[config.mk]
export PLATFORM = sky130hd
export DESIGN_NAME = serial_link
export DESIGN_NICKNAME = d
export VERILOG_FILES = /design/src/hw/serial_link_pkg.sv /design/src/hw/serial_link_fifo.sv /design/src/hw/serial_link_reg_top.sv /design/src/hw/serial_link_data_link.sv /design/src/hw/serial_link_phy_tx.sv /design/src/hw/serial_link_phy_rx.sv /design/src/hw/serial_link.sv
export SDC_FILE = /design/constraint.sdc
export NUM_CORES = 1
export LEC_CHECK = 0
export CAP_MARGIN = 10
export CORE_ASPECT_RATIO = 1.25
export CORE_MARGIN = 4
export CORE_UTILIZATION = 41
export DETAILED_ROUTE_END_ITERATION = 10
export DONT_BUFFER_PORTS = 1
export PLACE_DENSITY = 0.66
export SLEW_MARGIN = 10
export SYNTH_ARGS = -nofsm -noshare
export SYNTH_HDL_FRONTEND = slang
export SYNTH_SLANG_ARGS = --single-unit
[constraint.sdc]
create_clock -name clk_i -period 5.3 [get_ports clk_i]
set_input_delay 0.53 -clock clk_i [delete_from_list [all_inputs] [get_ports clk_i]]
set_output_delay 0.53 -clock clk_i [all_outputs]
set_load 0.03 [all_outputs]
[src/hw/serial_link_pkg.sv]
/*
 * Shared widths, register map and types for the serial link.
 * Modules import this package wherever they use its contents.
 */
package serial_link_pkg;

  // Link geometry
  localparam int NumLanes     = 8;
  localparam int PayloadBits  = 32;
  localparam int FlitSplits   = PayloadBits / NumLanes;
  localparam int ClkDivBits   = 8;
  localparam int MinClkDiv    = 2;
  localparam int RawFifoDepth = 8;

  // Register bus geometry
  localparam int RegAddrBits = 3;
  localparam int RegDataBits = 32;

  typedef logic [NumLanes-1:0]    lane_data_t;
  typedef logic [PayloadBits-1:0] payload_t;
  typedef logic [ClkDivBits-1:0]  clk_div_t;
  typedef logic [3:0]             raw_level_t;
  typedef logic [RegAddrBits-1:0] reg_addr_t;
  typedef logic [RegDataBits-1:0] reg_data_t;

  // Register map
  localparam reg_addr_t RegCtrl   = 3'd0;
  localparam reg_addr_t RegClkDiv = 3'd1;
  localparam reg_addr_t RegRawOut = 3'd2;
  localparam reg_addr_t RegRawIn  = 3'd3;
  localparam reg_addr_t RegStatus = 3'd4;

  // Clock enabled and link out of reset, no isolation, data mode
  localparam reg_data_t CtrlReset   = 32'h0000_0003;
  localparam clk_div_t  ClkDivReset = 8'd4;

  typedef enum logic [1:0] {
    IDLE,
    LOW,
    HIGH
  } tx_state_e;

endpackage

[src/hw/serial_link_fifo.sv]
/*
 * Small synchronous FIFO for raw-mode flits.
 * The head entry is always visible on data_o.
 */
`timescale 1ns/1ps

module serial_link_fifo (
  input  logic                        clk_i,
  input  logic                        reset_i,
  input  logic                        push_i,
  input  serial_link_pkg::lane_data_t data_i,
  input  logic                        pop_i,
  output serial_link_pkg::lane_data_t data_o,
  output logic                        empty_o,
  output logic                        full_o,
  output serial_link_pkg::raw_level_t level_o
);
  import serial_link_pkg::*;

  lane_data_t                        mem_q [RawFifoDepth];
  logic [$clog2(RawFifoDepth)-1:0]   wr_ptr_q;
  logic [$clog2(RawFifoDepth)-1:0]   rd_ptr_q;
  raw_level_t                        level_q;

  always_ff @(posedge clk_i) begin
    if (reset_i) begin
      wr_ptr_q <= '0;
      rd_ptr_q <= '0;
      level_q  <= '0;
    end else begin
      if (push_i) begin
        wr_ptr_q <= wr_ptr_q + 1'b1;
      end
      if (pop_i) begin
        rd_ptr_q <= rd_ptr_q + 1'b1;
      end
      level_q <= level_q + raw_level_t'(push_i) - raw_level_t'(pop_i);
    end
  end

  // Storage
  always_ff @(posedge clk_i) begin
    if (push_i) begin
      mem_q[wr_ptr_q] <= data_i;
    end
  end

  assign data_o  = mem_q[rd_ptr_q];
  assign level_o = level_q;
  assign empty_o = (level_q == '0);
  assign full_o  = (level_q == raw_level_t'(RawFifoDepth));

  // Callers mask their strobes with the flags
  a_no_overflow : assert property (
    @(posedge clk_i) disable iff (reset_i) !(push_i && full_o)
  );
  a_no_underflow : assert property (
    @(posedge clk_i) disable iff (reset_i) !(pop_i && empty_o)
  );

endmodule

[src/hw/serial_link_reg_top.sv]
/*
 * Configuration and status registers of the serial link.
 * Decodes the register bus and turns raw-mode accesses into FIFO strobes.
 */
`timescale 1ns/1ps

module serial_link_reg_top (
  input  logic                        clk_i,
  input  logic                        reset_i,
  input  serial_link_pkg::reg_addr_t  reg_addr_i,
  input  serial_link_pkg::reg_data_t  reg_wdata_i,
  input  logic                        reg_wr_i,
  input  logic                        reg_rd_i,
  output serial_link_pkg::reg_data_t  reg_rdata_o,
  input  logic [1:0]                  isolated_i,
  input  serial_link_pkg::raw_level_t raw_out_level_i,
  input  logic                        raw_out_full_i,
  input  serial_link_pkg::lane_data_t raw_in_data_i,
  input  logic                        raw_in_valid_i,
  output logic                        clk_ena_o,
  output logic                        reset_no,
  output logic [1:0]                  isolate_o,
  output logic                        raw_mode_en_o,
  output serial_link_pkg::clk_div_t   clk_div_o,
  output serial_link_pkg::lane_data_t raw_out_data_o,
  output logic                        raw_out_push_o,
  output logic                        raw_in_pop_o
);
  import serial_link_pkg::*;

  // Bit 0 clk_ena, bit 1 reset_n, bits 3:2 isolate, bit 4 raw mode
  logic [4:0] ctrl_q;
  clk_div_t   clk_div_q;

  //////////////////////////////
  // Writable registers
  //////////////////////////////

  always_ff @(posedge clk_i) begin
    if (reset_i) begin
      ctrl_q    <= CtrlReset[4:0];
      clk_div_q <= ClkDivReset;
    end else if (reg_wr_i) begin
      if (reg_addr_i == RegCtrl) begin
        ctrl_q <= reg_wdata_i[4:0];
      end
      if (reg_addr_i == RegClkDiv) begin
        clk_div_q <= reg_wdata_i[ClkDivBits-1:0];
      end
    end
  end

  assign clk_ena_o     = ctrl_q[0];
  assign reset_no      = ctrl_q[1];
  assign isolate_o     = ctrl_q[3:2];
  assign raw_mode_en_o = ctrl_q[4];
  assign clk_div_o     = clk_div_q;

  // Raw-mode FIFO strobes
  assign raw_out_data_o = reg_wdata_i[NumLanes-1:0];
  assign raw_out_push_o = reg_wr_i && (reg_addr_i == RegRawOut);
  assign raw_in_pop_o   = reg_rd_i && (reg_addr_i == RegRawIn) && raw_in_valid_i;

  //////////////////////////////
  // Read data mux
  //////////////////////////////

  always_comb begin
    reg_rdata_o = '0;
    if (reg_rd_i) begin
      case (reg_addr_i)
        RegCtrl:   reg_rdata_o = reg_data_t'(ctrl_q);
        RegClkDiv: reg_rdata_o = reg_data_t'(clk_div_q);
        RegRawOut: reg_rdata_o = reg_data_t'(raw_out_level_i);
        RegRawIn: begin
          // Empty FIFO reads as zero
          if (raw_in_valid_i) begin
            reg_rdata_o = reg_data_t'({1'b1, raw_in_data_i});
          end
        end
        RegStatus: reg_rdata_o = reg_data_t'({raw_out_full_i, isolated_i});
        default:   reg_rdata_o = '0;
      endcase
    end
  end

  // The bus master issues at most one access per cycle
  a_single_access : assert property (
    @(posedge clk_i) disable iff (reset_i) !(reg_wr_i && reg_rd_i)
  );

endmodule

[src/hw/serial_link_data_link.sv]
/*
 * Data link layer. Splits payload words into lane-wide flits and reassembles
 * received flits into words, or routes flits through the raw-mode FIFOs.
 */
`timescale 1ns/1ps

module serial_link_data_link (
  input  logic                        clk_i,
  input  logic                        reset_i,
  input  serial_link_pkg::payload_t   payload_i,
  input  logic                        payload_valid_i,
  output logic                        payload_ready_o,
  output serial_link_pkg::payload_t   payload_o,
  output logic                        payload_valid_o,
  input  logic                        raw_mode_en_i,
  input  serial_link_pkg::lane_data_t raw_out_data_i,
  input  logic                        raw_out_push_i,
  output serial_link_pkg::raw_level_t raw_out_level_o,
  output logic                        raw_out_full_o,
  output serial_link_pkg::lane_data_t raw_in_data_o,
  output logic                        raw_in_valid_o,
  input  logic                        raw_in_pop_i,
  output serial_link_pkg::lane_data_t flit_o,
  output logic                        flit_valid_o,
  input  logic                        flit_ready_i,
  input  serial_link_pkg::lane_data_t flit_i,
  input  logic                        flit_valid_i
);
  import serial_link_pkg::*;

  logic                            raw_mode_q;
  logic                            mode_change;
  payload_t                        tx_word_q;
  logic                            tx_busy_q;
  logic [$clog2(FlitSplits)-1:0]   tx_cnt_q;
  payload_t                        rx_word_q;
  logic [$clog2(FlitSplits)-1:0]   rx_cnt_q;
  logic                            payload_hs;
  logic                            data_flit_hs;
  logic                            data_flit_in;

  lane_data_t tx_fifo_data;
  logic       tx_fifo_empty;
  logic       tx_fifo_pop;
  logic       rx_fifo_full;
  logic       raw_in_empty;

  assign mode_change  = raw_mode_en_i != raw_mode_q;
  // Stay closed for one cycle after leaving raw mode
  assign payload_ready_o = !raw_mode_en_i && !raw_mode_q && !tx_busy_q;
  assign payload_hs   = payload_valid_i && payload_ready_o;
  assign data_flit_hs = !raw_mode_en_i && flit_valid_o && flit_ready_i;
  assign data_flit_in = !raw_mode_en_i && flit_valid_i;

  //////////////////////////////
  // Flit counters
  //////////////////////////////

  always_ff @(posedge clk_i) begin
    if (reset_i) begin
      raw_mode_q      <= 1'b0;
      tx_busy_q       <= 1'b0;
      tx_cnt_q        <= '0;
      rx_cnt_q        <= '0;
      payload_valid_o <= 1'b0;
    end else begin
      raw_mode_q      <= raw_mode_en_i;
      payload_valid_o <= 1'b0;
      if (mode_change) begin
        tx_busy_q <= 1'b0;
        tx_cnt_q  <= '0;
        rx_cnt_q  <= '0;
      end else begin
        if (payload_hs) begin
          tx_busy_q <= 1'b1;
          tx_cnt_q  <= '0;
        end else if (data_flit_hs) begin
          tx_cnt_q <= tx_cnt_q + 1'b1;
          if (int'(tx_cnt_q) == FlitSplits - 1) begin
            tx_busy_q <= 1'b0;
          end
        end
        if (data_flit_in) begin
          rx_cnt_q <= rx_cnt_q + 1'b1;
          // Word complete after the last flit
          if (int'(rx_cnt_q) == FlitSplits - 1) begin
            payload_valid_o <= 1'b1;
          end
        end
      end
    end
  end

  // Split and reassembly shift registers, low flit first
  always_ff @(posedge clk_i) begin
    if (payload_hs) begin
      tx_word_q <= payload_i;
    end else if (data_flit_hs) begin
      tx_word_q <= tx_word_q >> NumLanes;
    end
    if (data_flit_in) begin
      rx_word_q <= {flit_i, rx_word_q[PayloadBits-1:NumLanes]};
    end
  end

  assign payload_o = rx_word_q;

  //////////////////////////////
  // Raw mode and flit mux
  //////////////////////////////

  assign tx_fifo_pop  = raw_mode_en_i && flit_ready_i && !tx_fifo_empty;
  assign flit_o       = raw_mode_en_i ? tx_fifo_data : tx_word_q[NumLanes-1:0];
  assign flit_valid_o = raw_mode_en_i ? !tx_fifo_empty : tx_busy_q;

  serial_link_fifo i_raw_out_fifo (
    .clk_i   ( clk_i                            ),
    .reset_i ( reset_i                          ),
    .push_i  ( raw_out_push_i && !raw_out_full_o ),
    .data_i  ( raw_out_data_i                   ),
    .pop_i   ( tx_fifo_pop                      ),
    .data_o  ( tx_fifo_data                     ),
    .empty_o ( tx_fifo_empty                    ),
    .full_o  ( raw_out_full_o                   ),
    .level_o ( raw_out_level_o                  )
  );

  // Received flits are dropped when this FIFO is full
  serial_link_fifo i_raw_in_fifo (
    .clk_i   ( clk_i                                         ),
    .reset_i ( reset_i                                       ),
    .push_i  ( raw_mode_en_i && flit_valid_i && !rx_fifo_full ),
    .data_i  ( flit_i                                        ),
    .pop_i   ( raw_in_pop_i                                  ),
    .data_o  ( raw_in_data_o                                 ),
    .empty_o ( raw_in_empty                                  ),
    .full_o  ( rx_fifo_full                                  ),
    .level_o (                                               )
  );

  assign raw_in_valid_o = !raw_in_empty;

endmodule

[src/hw/serial_link_phy_tx.sv]
/*
 * Transmit physical layer. Holds one flit on the lanes and forwards
 * a clock period of twice the divider value for it.
 */
`timescale 1ns/1ps

module serial_link_phy_tx (
  input  logic                        clk_i,
  input  logic                        reset_i,
  input  serial_link_pkg::clk_div_t   clk_div_i,
  input  serial_link_pkg::lane_data_t flit_i,
  input  logic                        flit_valid_i,
  output logic                        flit_ready_o,
  output serial_link_pkg::lane_data_t ddr_o,
  output logic                        ddr_rcv_clk_o
);
  import serial_link_pkg::*;

  tx_state_e  state_q;
  clk_div_t   cnt_q;
  clk_div_t   half_period;
  lane_data_t ddr_q;
  logic       rcv_clk_q;
  logic       phase_done;

  // Divider values below the minimum are raised
  assign half_period = (clk_div_i < clk_div_t'(MinClkDiv)) ? clk_div_t'(MinClkDiv) : clk_div_i;
  assign phase_done  = cnt_q >= half_period - 1'b1;

  always_ff @(posedge clk_i) begin
    if (reset_i) begin
      state_q   <= IDLE;
      cnt_q     <= '0;
      rcv_clk_q <= 1'b0;
    end else begin
      case (state_q)
        IDLE: begin
          cnt_q <= '0;
          if (flit_valid_i) begin
            state_q <= LOW;
          end
        end
        LOW: begin
          cnt_q <= cnt_q + 1'b1;
          if (phase_done) begin
            state_q   <= HIGH;
            cnt_q     <= '0;
            rcv_clk_q <= 1'b1;
          end
        end
        HIGH: begin
          cnt_q <= cnt_q + 1'b1;
          if (phase_done) begin
            state_q   <= IDLE;
            cnt_q     <= '0;
            rcv_clk_q <= 1'b0;
          end
        end
        default: state_q <= IDLE;
      endcase
    end
  end

  // Lanes keep the last flit between transfers
  always_ff @(posedge clk_i) begin
    if (flit_valid_i && flit_ready_o) begin
      ddr_q <= flit_i;
    end
  end

  assign flit_ready_o  = (state_q == IDLE);
  assign ddr_o         = ddr_q;
  assign ddr_rcv_clk_o = rcv_clk_q;

  // A full forwarded clock period passes before the next flit is taken
  a_ready_idle_only : assert property (
    @(posedge clk_i) disable iff (reset_i)
    flit_valid_i && flit_ready_o |=> (!flit_ready_o) [*2*MinClkDiv]
  );

endmodule

[src/hw/serial_link_phy_rx.sv]
/*
 * Receive physical layer. Synchronizes the forwarded clock and lanes,
 * and samples one flit on each rising edge of the forwarded clock.
 */
`timescale 1ns/1ps

module serial_link_phy_rx (
  input  logic                        clk_i,
  input  logic                        reset_i,
  input  serial_link_pkg::lane_data_t ddr_i,
  input  logic                        ddr_rcv_clk_i,
  output serial_link_pkg::lane_data_t flit_o,
  output logic                        flit_valid_o
);
  import serial_link_pkg::*;

  logic [1:0] clk_sync_q;
  logic       clk_prev_q;
  lane_data_t lane_sync1_q;
  lane_data_t lane_sync2_q;
  lane_data_t flit_q;
  logic       rise;

  // Two-flop synchronizer plus edge history
  always_ff @(posedge clk_i) begin
    if (reset_i) begin
      clk_sync_q   <= '0;
      clk_prev_q   <= 1'b0;
      flit_valid_o <= 1'b0;
    end else begin
      clk_sync_q   <= {clk_sync_q[0], ddr_rcv_clk_i};
      clk_prev_q   <= clk_sync_q[1];
      flit_valid_o <= rise;
    end
  end

  always_ff @(posedge clk_i) begin
    lane_sync1_q <= ddr_i;
    lane_sync2_q <= lane_sync1_q;
    if (rise) begin
      flit_q <= lane_sync2_q;
    end
  end

  assign rise   = clk_sync_q[1] && !clk_prev_q;
  assign flit_o = flit_q;

endmodule

[src/hw/serial_link.sv]
/*
 * Top level of the single-channel serial link. Connects the register block,
 * the data link layer and the transmit and receive physical layers.
 */
`timescale 1ns/1ps

module serial_link (
  input  logic                        clk_i,
  input  logic                        reset_i,
  input  serial_link_pkg::reg_addr_t  reg_addr_i,
  input  serial_link_pkg::reg_data_t  reg_wdata_i,
  input  logic                        reg_wr_i,
  input  logic                        reg_rd_i,
  output serial_link_pkg::reg_data_t  reg_rdata_o,
  input  serial_link_pkg::payload_t   payload_i,
  input  logic                        payload_valid_i,
  output logic                        payload_ready_o,
  output serial_link_pkg::payload_t   payload_o,
  output logic                        payload_valid_o,
  input  serial_link_pkg::lane_data_t ddr_i,
  output serial_link_pkg::lane_data_t ddr_o,
  input  logic                        ddr_rcv_clk_i,
  output logic                        ddr_rcv_clk_o,
  input  logic [1:0]                  isolated_i,
  output logic [1:0]                  isolate_o,
  output logic                        clk_ena_o,
  output logic                        reset_no
);
  import serial_link_pkg::*;

  clk_div_t   clk_div;
  logic       raw_mode_en;
  lane_data_t raw_out_data;
  logic       raw_out_push;
  raw_level_t raw_out_level;
  logic       raw_out_full;
  lane_data_t raw_in_data;
  logic       raw_in_valid;
  logic       raw_in_pop;
  lane_data_t tx_flit;
  logic       tx_flit_valid;
  logic       tx_flit_ready;
  lane_data_t rx_flit;
  logic       rx_flit_valid;

  //////////////////////////////
  // Configuration registers
  //////////////////////////////

  serial_link_reg_top i_reg_top (
    .clk_i           ( clk_i         ),
    .reset_i         ( reset_i       ),
    .reg_addr_i      ( reg_addr_i    ),
    .reg_wdata_i     ( reg_wdata_i   ),
    .reg_wr_i        ( reg_wr_i      ),
    .reg_rd_i        ( reg_rd_i      ),
    .reg_rdata_o     ( reg_rdata_o   ),
    .isolated_i      ( isolated_i    ),
    .raw_out_level_i ( raw_out_level ),
    .raw_out_full_i  ( raw_out_full  ),
    .raw_in_data_i   ( raw_in_data   ),
    .raw_in_valid_i  ( raw_in_valid  ),
    .clk_ena_o       ( clk_ena_o     ),
    .reset_no        ( reset_no      ),
    .isolate_o       ( isolate_o     ),
    .raw_mode_en_o   ( raw_mode_en   ),
    .clk_div_o       ( clk_div       ),
    .raw_out_data_o  ( raw_out_data  ),
    .raw_out_push_o  ( raw_out_push  ),
    .raw_in_pop_o    ( raw_in_pop    )
  );

  //////////////////////////////
  // Data link layer
  //////////////////////////////

  serial_link_data_link i_data_link (
    .clk_i           ( clk_i           ),
    .reset_i         ( reset_i         ),
    .payload_i       ( payload_i       ),
    .payload_valid_i ( payload_valid_i ),
    .payload_ready_o ( payload_ready_o ),
    .payload_o       ( payload_o       ),
    .payload_valid_o ( payload_valid_o ),
    .raw_mode_en_i   ( raw_mode_en     ),
    .raw_out_data_i  ( raw_out_data    ),
    .raw_out_push_i  ( raw_out_push    ),
    .raw_out_level_o ( raw_out_level   ),
    .raw_out_full_o  ( raw_out_full    ),
    .raw_in_data_o   ( raw_in_data     ),
    .raw_in_valid_o  ( raw_in_valid    ),
    .raw_in_pop_i    ( raw_in_pop      ),
    .flit_o          ( tx_flit         ),
    .flit_valid_o    ( tx_flit_valid   ),
    .flit_ready_i    ( tx_flit_ready   ),
    .flit_i          ( rx_flit         ),
    .flit_valid_i    ( rx_flit_valid   )
  );

  //////////////////////////////
  // Physical layer
  //////////////////////////////

  serial_link_phy_tx i_phy_tx (
    .clk_i         ( clk_i         ),
    .reset_i       ( reset_i       ),
    .clk_div_i     ( clk_div       ),
    .flit_i        ( tx_flit       ),
    .flit_valid_i  ( tx_flit_valid ),
    .flit_ready_o  ( tx_flit_ready ),
    .ddr_o         ( ddr_o         ),
    .ddr_rcv_clk_o ( ddr_rcv_clk_o )
  );

  serial_link_phy_rx i_phy_rx (
    .clk_i         ( clk_i         ),
    .reset_i       ( reset_i       ),
    .ddr_i         ( ddr_i         ),
    .ddr_rcv_clk_i ( ddr_rcv_clk_i ),
    .flit_o        ( rx_flit       ),
    .flit_valid_o  ( rx_flit_valid )
  );

endmodule

==> summary.txt, run 1 <==
Run status
  • Status: complete, no violations

Timing
  • Max Clk Rate: 244 MHz
  • Final period util: 77.4%
  • Worst Max-Slew Pin Slew: 1.11 ns
  • Clock Skew: 0.0174 ns
  • Min Tclk post-route: 4.10 ns
  • RSZ-0062 raised after global routing: no
  • Hold_ws: 0.0822 ns
  • Slew Limit Fails: 0
  • Final Setup Violations: 0
  • Final number of hold-violating endpoints: 0
  • Slew HR: 25.8%
  • Setup tns final: 0 ns
  • Setup WS post-layout: 1.20 ns

Pwr
  • P_sw: 1030 µW
  • Combinational Power Share: 5.2%
  • Pwr per Cell Area: 375 mW/mm²
  • Overall power: 4820 µW
  • Reg power frac: 53.1%
  • Net switching fraction of the power: 21.4%
  • VDD IR max: 269 µV
  • Leak: 0.00445 µW
  • Internal power consumption: 3780 µW
  • Clock power share: 41.7%

Placement
  • Setup WS pre-CTS: 1.19 ns
  • Hpwl dp: 15000 µm
  • GPL Wtd Cong: 0.783
  • PortBufs: 0

Global route
  • M3 GR Usage: 3.75%
  • Vias in the first global route: 6121
  • Gr usage total: 14.1%
  • GR peak layer: met2
  • Antenna violations before repair: 0
  • First-pass GRT wire length: 33900 µm
  • Pin count of the biggest net entering global routing: 57
  • GR met1 Demand/Resource: 16.8%
  • GR Overflow Total: 0
  • GR met2 Demand/Resource: 24.8%

Drt
  • DRC violations left: 0
  • Initial DRC count: 341
  • Post-route antenna net violation count: 0
  • Routed vias: 6015
  • Avg WL per Cell: 18.3 µm
  • TritonRoute pass-1 iters: 5
  • Routed vias/inst: 5.04
  • Final wirelength: 21800 µm

Synth
  • Primary FF master, synth: edfxtp_1
  • Top cells by area, synth: edfxtp_1, dfxtp_1, mux4_2
  • Mean Syn Cell Area: 14.3 µm²
  • Synth Warn #: 0
  • Synth top area share: 54.5%
  • EDFF count, synth: 208
  • Share of the yosys chip area belonging to registers: 67.9%
  • Post-synthesis cell type with the largest combined area: edfxtp_1
  • Post-synthesis async set-or-reset flop share: 0%
  • Synthesized flop and latch total: 285
  • Post-synthesis cell type count: 55
  • Area of the mapped netlist: 0.0115 mm²
  • Cell count after synthesis: 803

Clocking
  • Clk sinks: 285
  • Clock transition at the registers of the reported paths: 0.06 ns
  • CTS tree: done
  • H-tree level count: 1
  • Clock buffer depth: 3
  • CTS root buf: clkbuf_16
  • Hold buffers post-CTS: 8
  • Setup Fix Bufs, Post-CTS: 0
  • TritonCTS buffer count: 28
  • Post-cts resize count: 0
  • Clock latency on the worst-skew pair: 0.54 ns

Die
  • # IOs: 162
  • Die Ht: 195 µm
  • DIE WIDTH: 158 µm
  • Row Count: 68
  • Core region area: 0.0276 mm²
  • Die area: 0.0307 mm²
  • Initial Utilization: 41.6%

Worst setup path
  • Critical path buffer and inverter count: 1
  • Worst EP required: 5.77 ns
  • Origin of the critical flop-to-flop path: i_reg_top.clk_div_o[2]$_SDFFE_PP1P_
  • CP Class: register to register
  • Worst Path Arrival: 4.57 ns
  • Biggest cell delay along the critical path: 0.70 ns
  • Crit Path Max Fanout: 13
  • Crit. End Element: register
  • CP cell instances: or4_1, nor3_2, inv_1, o21ai_0, ha_1, nand2_1, nor3_1, xnor2_1, ha_1, a21oi_1, o2111ai_1, a21oi_1, or4b_1, a31oi_1
  • Crit start category: register
  • Delay-heaviest family, CP: simple AND/OR/NAND/NOR gates
  • CP max stage cell: a21oi_1
  • CP startpoint: i_reg_top.clk_div_o[2]$_SDFFE_PP1P_

Final layout
  • Antenna Cells: 0
  • # nets final: 939
  • Ratio of cells with drive above 1 in the final layout: 12.9%
  • P&R area growth vs syn: 11.8%
  • Finished Core Util: 46.5%

Hold path
  • HP Class: primary input to register
  • HP Start: reg_wdata_i[6]

Job
  • Max-Cap Viols: 0
path summary, 6_finish.rpt:
kind / endpoint / slack [ns] / cells past startpoint
setup / recovery: i_phy_tx.cnt_q[6]$_SDFFE_PP0P_ / 1.20 / 14
hold / removal: i_data_link.i_raw_out_fifo.mem_q[6][6]$_DFFE_PP_ / 0.08 / 0
setup reg to reg: i_phy_tx.cnt_q[6]$_SDFFE_PP0P_ / 1.20 / 14
hold reg to reg: i_phy_rx.lane_sync2_q[4]$_DFF_P_ / 0.33 / 0
sequential cells by signal (all words and copies together) (netlist names), 4 cells and up, named ones only:
signal,flops
i_data_link.i_raw_in_fifo.mem_q,64
i_phy_rx.lane_sync1_q,8
i_reg_top.ctrl_q,5
i_phy_rx.flit_o,8
i_phy_tx.cnt_q,8
i_data_link.i_raw_out_fifo.level_o,4
i_data_link.payload_o,32
i_data_link.i_raw_in_fifo.level_o,4
i_data_link.tx_word_q,32
i_reg_top.clk_div_o,8
i_phy_tx.ddr_o,8
i_data_link.i_raw_out_fifo.mem_q,64
i_phy_rx.lane_sync2_q,8
synth_stat cells (all sizes together) (2+ instances only):
| cell type | number |
|---|---|
| mux2 | 2 |
| o22ai | 4 |
| nor2 | 61 |
| nor3 | 13 |
| mux2i | 32 |
| buf | 37 |
| nor4 | 3 |
| fa | 2 |
| dfxtp | 77 |
| nor2b | 16 |
| nand3 | 9 |
| xor2 | 9 |
| or4 | 2 |
| nand2b | 10 |
| ha | 33 |
| o32ai | 2 |
| nor3b | 2 |
| and3 | 13 |
| a21oi | 22 |
| a22oi | 2 |
| mux4 | 32 |
| edfxtp | 208 |
| a21o | 3 |
| nand3b | 4 |
| or4b | 2 |
| a211oi | 3 |
| xnor2 | 10 |
| a211o | 4 |
| nand2 | 109 |
| o2111ai | 2 |
| a31oi | 9 |
| inv | 28 |
| o21ai | 10 |
| clkbuf | 19 |
layer usage:
metal / part of all wire [%] / wire length [µm]
met3: 7.6 / 1650
met4: 2.5 / 546
met1: 38 / 8280
met5: 0 / 0
met2: 52 / 11400
cell families after synthesis:
kind of cell               Yosys count  synth area share (%)
adders and majority gates           35                  3.95
muxes                               66                  9.27
buffers and inverters               85                  3.81
other                                1                0.0327
AOI/OAI and AO/OA                   63                  3.38
DFF                                285                  67.9
xor gates and xnor gates            19                  1.45
and+or+nand+nor                    249                  10.2
cell usage in the layout, fill, tap and decap left out, types with 9 or more instances in the layout:
| cell type | n |
|---|---|
| nor2b_1 | 15 |
| o21ai_0 | 9 |
| clkbuf_16 | 29 |
| mux4_2 | 32 |
| ha_1 | 33 |
| conb_1 | 23 |
| nand2_1 | 108 |
| and3_1 | 12 |
| inv_1 | 26 |
| edfxtp_1 | 208 |
| xor2_1 | 9 |
| nor2_1 | 59 |
| buf_4 | 14 |
| a21oi_1 | 22 |
| dfxtp_1 | 77 |
| a31oi_1 | 9 |
| xnor2_1 | 10 |
| mux2i_1 | 32 |
power by group through the flow:
stage               registers (µW)  logic (µW)  clock network, µW
floorplan                     2590         225                  0
global placement              2600         243                  0
detailed placement            2610         249                  0
CTS                           2560         255               2060
global route                  2570         287               2150
finish                        2560         251               2010
metrics by stage:
step | area [µm²] | std cells
global route | 12800 | 1193
floorplan | 11600 | 825
global placement | 11800 | 1133
detailed placement | 11800 | 1133
CTS | 12800 | 1193
finish | 12800 | 1193
cell type report:
type,instances,area (µm²)
clock buffers,41,811
flip-flops and latches,285,7790
multi-input cells,455,3350
clock inverters,11,134
well taps,350,438
repair buffers,22,185
inverters,29,116
fillers,2407,14700
Power figures use the tool's default switching activity.
==> run 2, diff against run 1 <==
Settings changed: PLACE_DENSITY 0.66 to 0.68.
Clock period 5.3 ns to 3.4 ns, I/O delays scaled along.
==> run 2 against run 1 <==
Combinational power grew 96%. Non-clock buffer count up 65. Via count increased by 4.7%. Critical endpoint is now i_phy_tx.cnt_q[7]$_SDFFE_PP0P_.
==> summary.txt, run 2 (synthesized netlist as in run 1, its figures left out) <==
Timing
  • Min Tclk post-route: 3.26 ns
  • Clock Skew: 0.0262 ns
  • Final Setup Violations: 0
  • Slew HR: 27.6%
  • Max Clk Rate: 307 MHz
  • Setup WS post-layout: 0.144 ns
  • Final period util: 95.8%
  • Worst Max-Slew Pin Slew: 1.08 ns
  • Final number of hold-violating endpoints: 0
  • RSZ-0062 raised after global routing: yes
  • Setup tns final: 0 ns
  • Slew Limit Fails: 0

Global route
  • Vias in the first global route: 6473
  • Gr usage total: 14.7%
  • GR met1 Demand/Resource: 18.0%
  • GR met2 Demand/Resource: 25.7%
  • M3 GR Usage: 3.66%
  • Antenna violations before repair: 0
  • GR Overflow Total: 0
  • First-pass GRT wire length: 35600 µm
  • Pin count of the biggest net entering global routing: 56
  • GR peak layer: met2

Run status
  • Status: complete, no violations

Placement
  • PortBufs: 0
  • GPL Wtd Cong: 0.788
  • Placed Area: 0.0119 mm²
  • Hpwl dp: 15200 µm
  • Setup WS pre-CTS: -0.0767 ns

Clocking
  • CTS root buf: clkbuf_16
  • Clock transition at the registers of the reported paths: 0.06 ns
  • Clock latency on the worst-skew pair: 0.55 ns
  • TritonCTS buffer count: 28
  • Clk sinks: 285
  • H-tree level count: 1
  • CTS tree: done
  • Clock buffer depth: 3

Final layout
  • # nets final: 1004
  • Ratio of cells with drive above 1 in the final layout: 16.1%
  • Leading cell type in the layout, fill and taps excluded: edfxtp_1
  • P&R area growth vs syn: 17.6%
  • Most frequent cells in the layout: edfxtp_1, nand2_1, dfxtp_1
  • Design area: 0.0135 mm²
  • Finished Core Util: 48.9%
  • Biggest regs: i_data_link.i_raw_in_fifo.mem_q (64), i_data_link.i_raw_out_fifo.mem_q (64)

Worst setup path
  • Crit-path most repeated cell: a21oi_2
  • Crit. End Element: register
  • CP Class: register to register
  • Biggest cell delay along the critical path: 0.55 ns
  • Worst EP required: 3.86 ns
  • Crit Path Max Fanout: 3
  • Delay-heaviest family, CP: simple AND/OR/NAND/NOR gates
  • Critical path buffer and inverter count: 1
  • CP cell instances: or4_4, nor3_4, inv_1, o21ai_2, ha_2, nand2_2, nor3_2, xnor2_1, ha_1, a21oi_2, o2111ai_2, a21oi_2, or4b_1, a31oi_1
  • Worst Path Arrival: 3.72 ns
  • CP max stage cell: or4_4
  • Crit start category: register

Drt
  • Final wirelength: 22800 µm
  • TritonRoute pass-1 iters: 4
  • Initial DRC count: 404
  • Routed vias/inst: 5.00
  • DRC violations left: 0
  • Avg WL per Cell: 18.1 µm
  • Routed vias: 6300
  • Post-route antenna net violation count: 0

Die
  • DIE WIDTH: 158 µm
  • Die area: 0.0307 mm²
  • Die Ht: 195 µm
  • Core region area: 0.0276 mm²
  • Row Count: 68
  • Initial Utilization: 41.6%
  • # IOs: 162

Pwr
  • Leak: 0.00476 µW
  • Pwr per Cell Area: 564 mW/mm²
  • VDD IR max: 406 µV

Job
  • Max-Cap Viols: 0

Hold path
  • HP Class: primary input to register
==> run 2: stage by stage <==
stage	total power, µW	hold WS [ns]	instances
floorplan	4390	0.310	825
finish	7610	0.0350	1259
detailed placement	4460	0.313	1154
CTS	7690	0.00586	1256
global route	7920	0.0143	1258
global placement	4450	0.311	1154
==> run 2: report_power, final <==
group	switching (µW)	internal [µW]	total (µW)
clock	1320	1820	3140
sequential	99.9	3880	3980
combinational	299	195	493
total	1720	5890	7610
==> run 2: worst paths after layout <==
| check | from | end | slack [ns] | depth (start not counted) |
|---|---|---|---|---|
| min | payload_i[24] | i_data_link.tx_word_q[24]$_SDFFCE_PN0P_ | 0.03 | 1 |
| min reg2reg | i_phy_rx.lane_sync1_q[4]$_DFF_P_ | i_phy_rx.lane_sync2_q[4]$_DFF_P_ | 0.33 | 0 |
| max | i_reg_top.clk_div_o[2]$_SDFFE_PP1P_ | i_phy_tx.cnt_q[7]$_SDFFE_PP0P_ | 0.14 | 14 |
| max reg2reg | i_reg_top.clk_div_o[2]$_SDFFE_PP1P_ | i_phy_tx.cnt_q[7]$_SDFFE_PP0P_ | 0.14 | 14 |
==> run 2: worst reg2reg max path, cell delays in order (launching register included) <==
cell and delay [ns]:
dfxtp_2 0.32, or4_4 0.55, nor3_4 0.20, inv_1 0.06, o21ai_2 0.14, ha_2 0.21, nand2_2 0.06, nor3_2 0.14
xnor2_1 0.09, ha_1 0.34, a21oi_2 0.18, o2111ai_2 0.12, a21oi_2 0.16, or4b_1 0.45, a31oi_1 0.17
==> run 2: cell type report <==
class | instances | area (µm²)
well taps | 350 | 438
fillers | 2314 | 14100
diodes | 1 | 2.50
multi-input cells | 455 | 3380
clock buffers | 36 | 793
inverters | 29 | 116
repair buffers | 87 | 796
flip-flops and latches | 285 | 7790
clock inverters | 16 | 174
==> run 2: repair_timing <==
action	in CTS	in global routing
hold endpoints to repair	164	0
hold buffers	50	0
pin swaps	0	4
setup buffers	0	2
gates resized for setup	2	10
setup endpoints to repair	2	10
==> run 2: layer usage <==
layer	wire length (µm)	part of all wire [%]
met1	8820	39
met4	555	2.4
met3	1660	7.3
met5	0	0
met2	11800	52
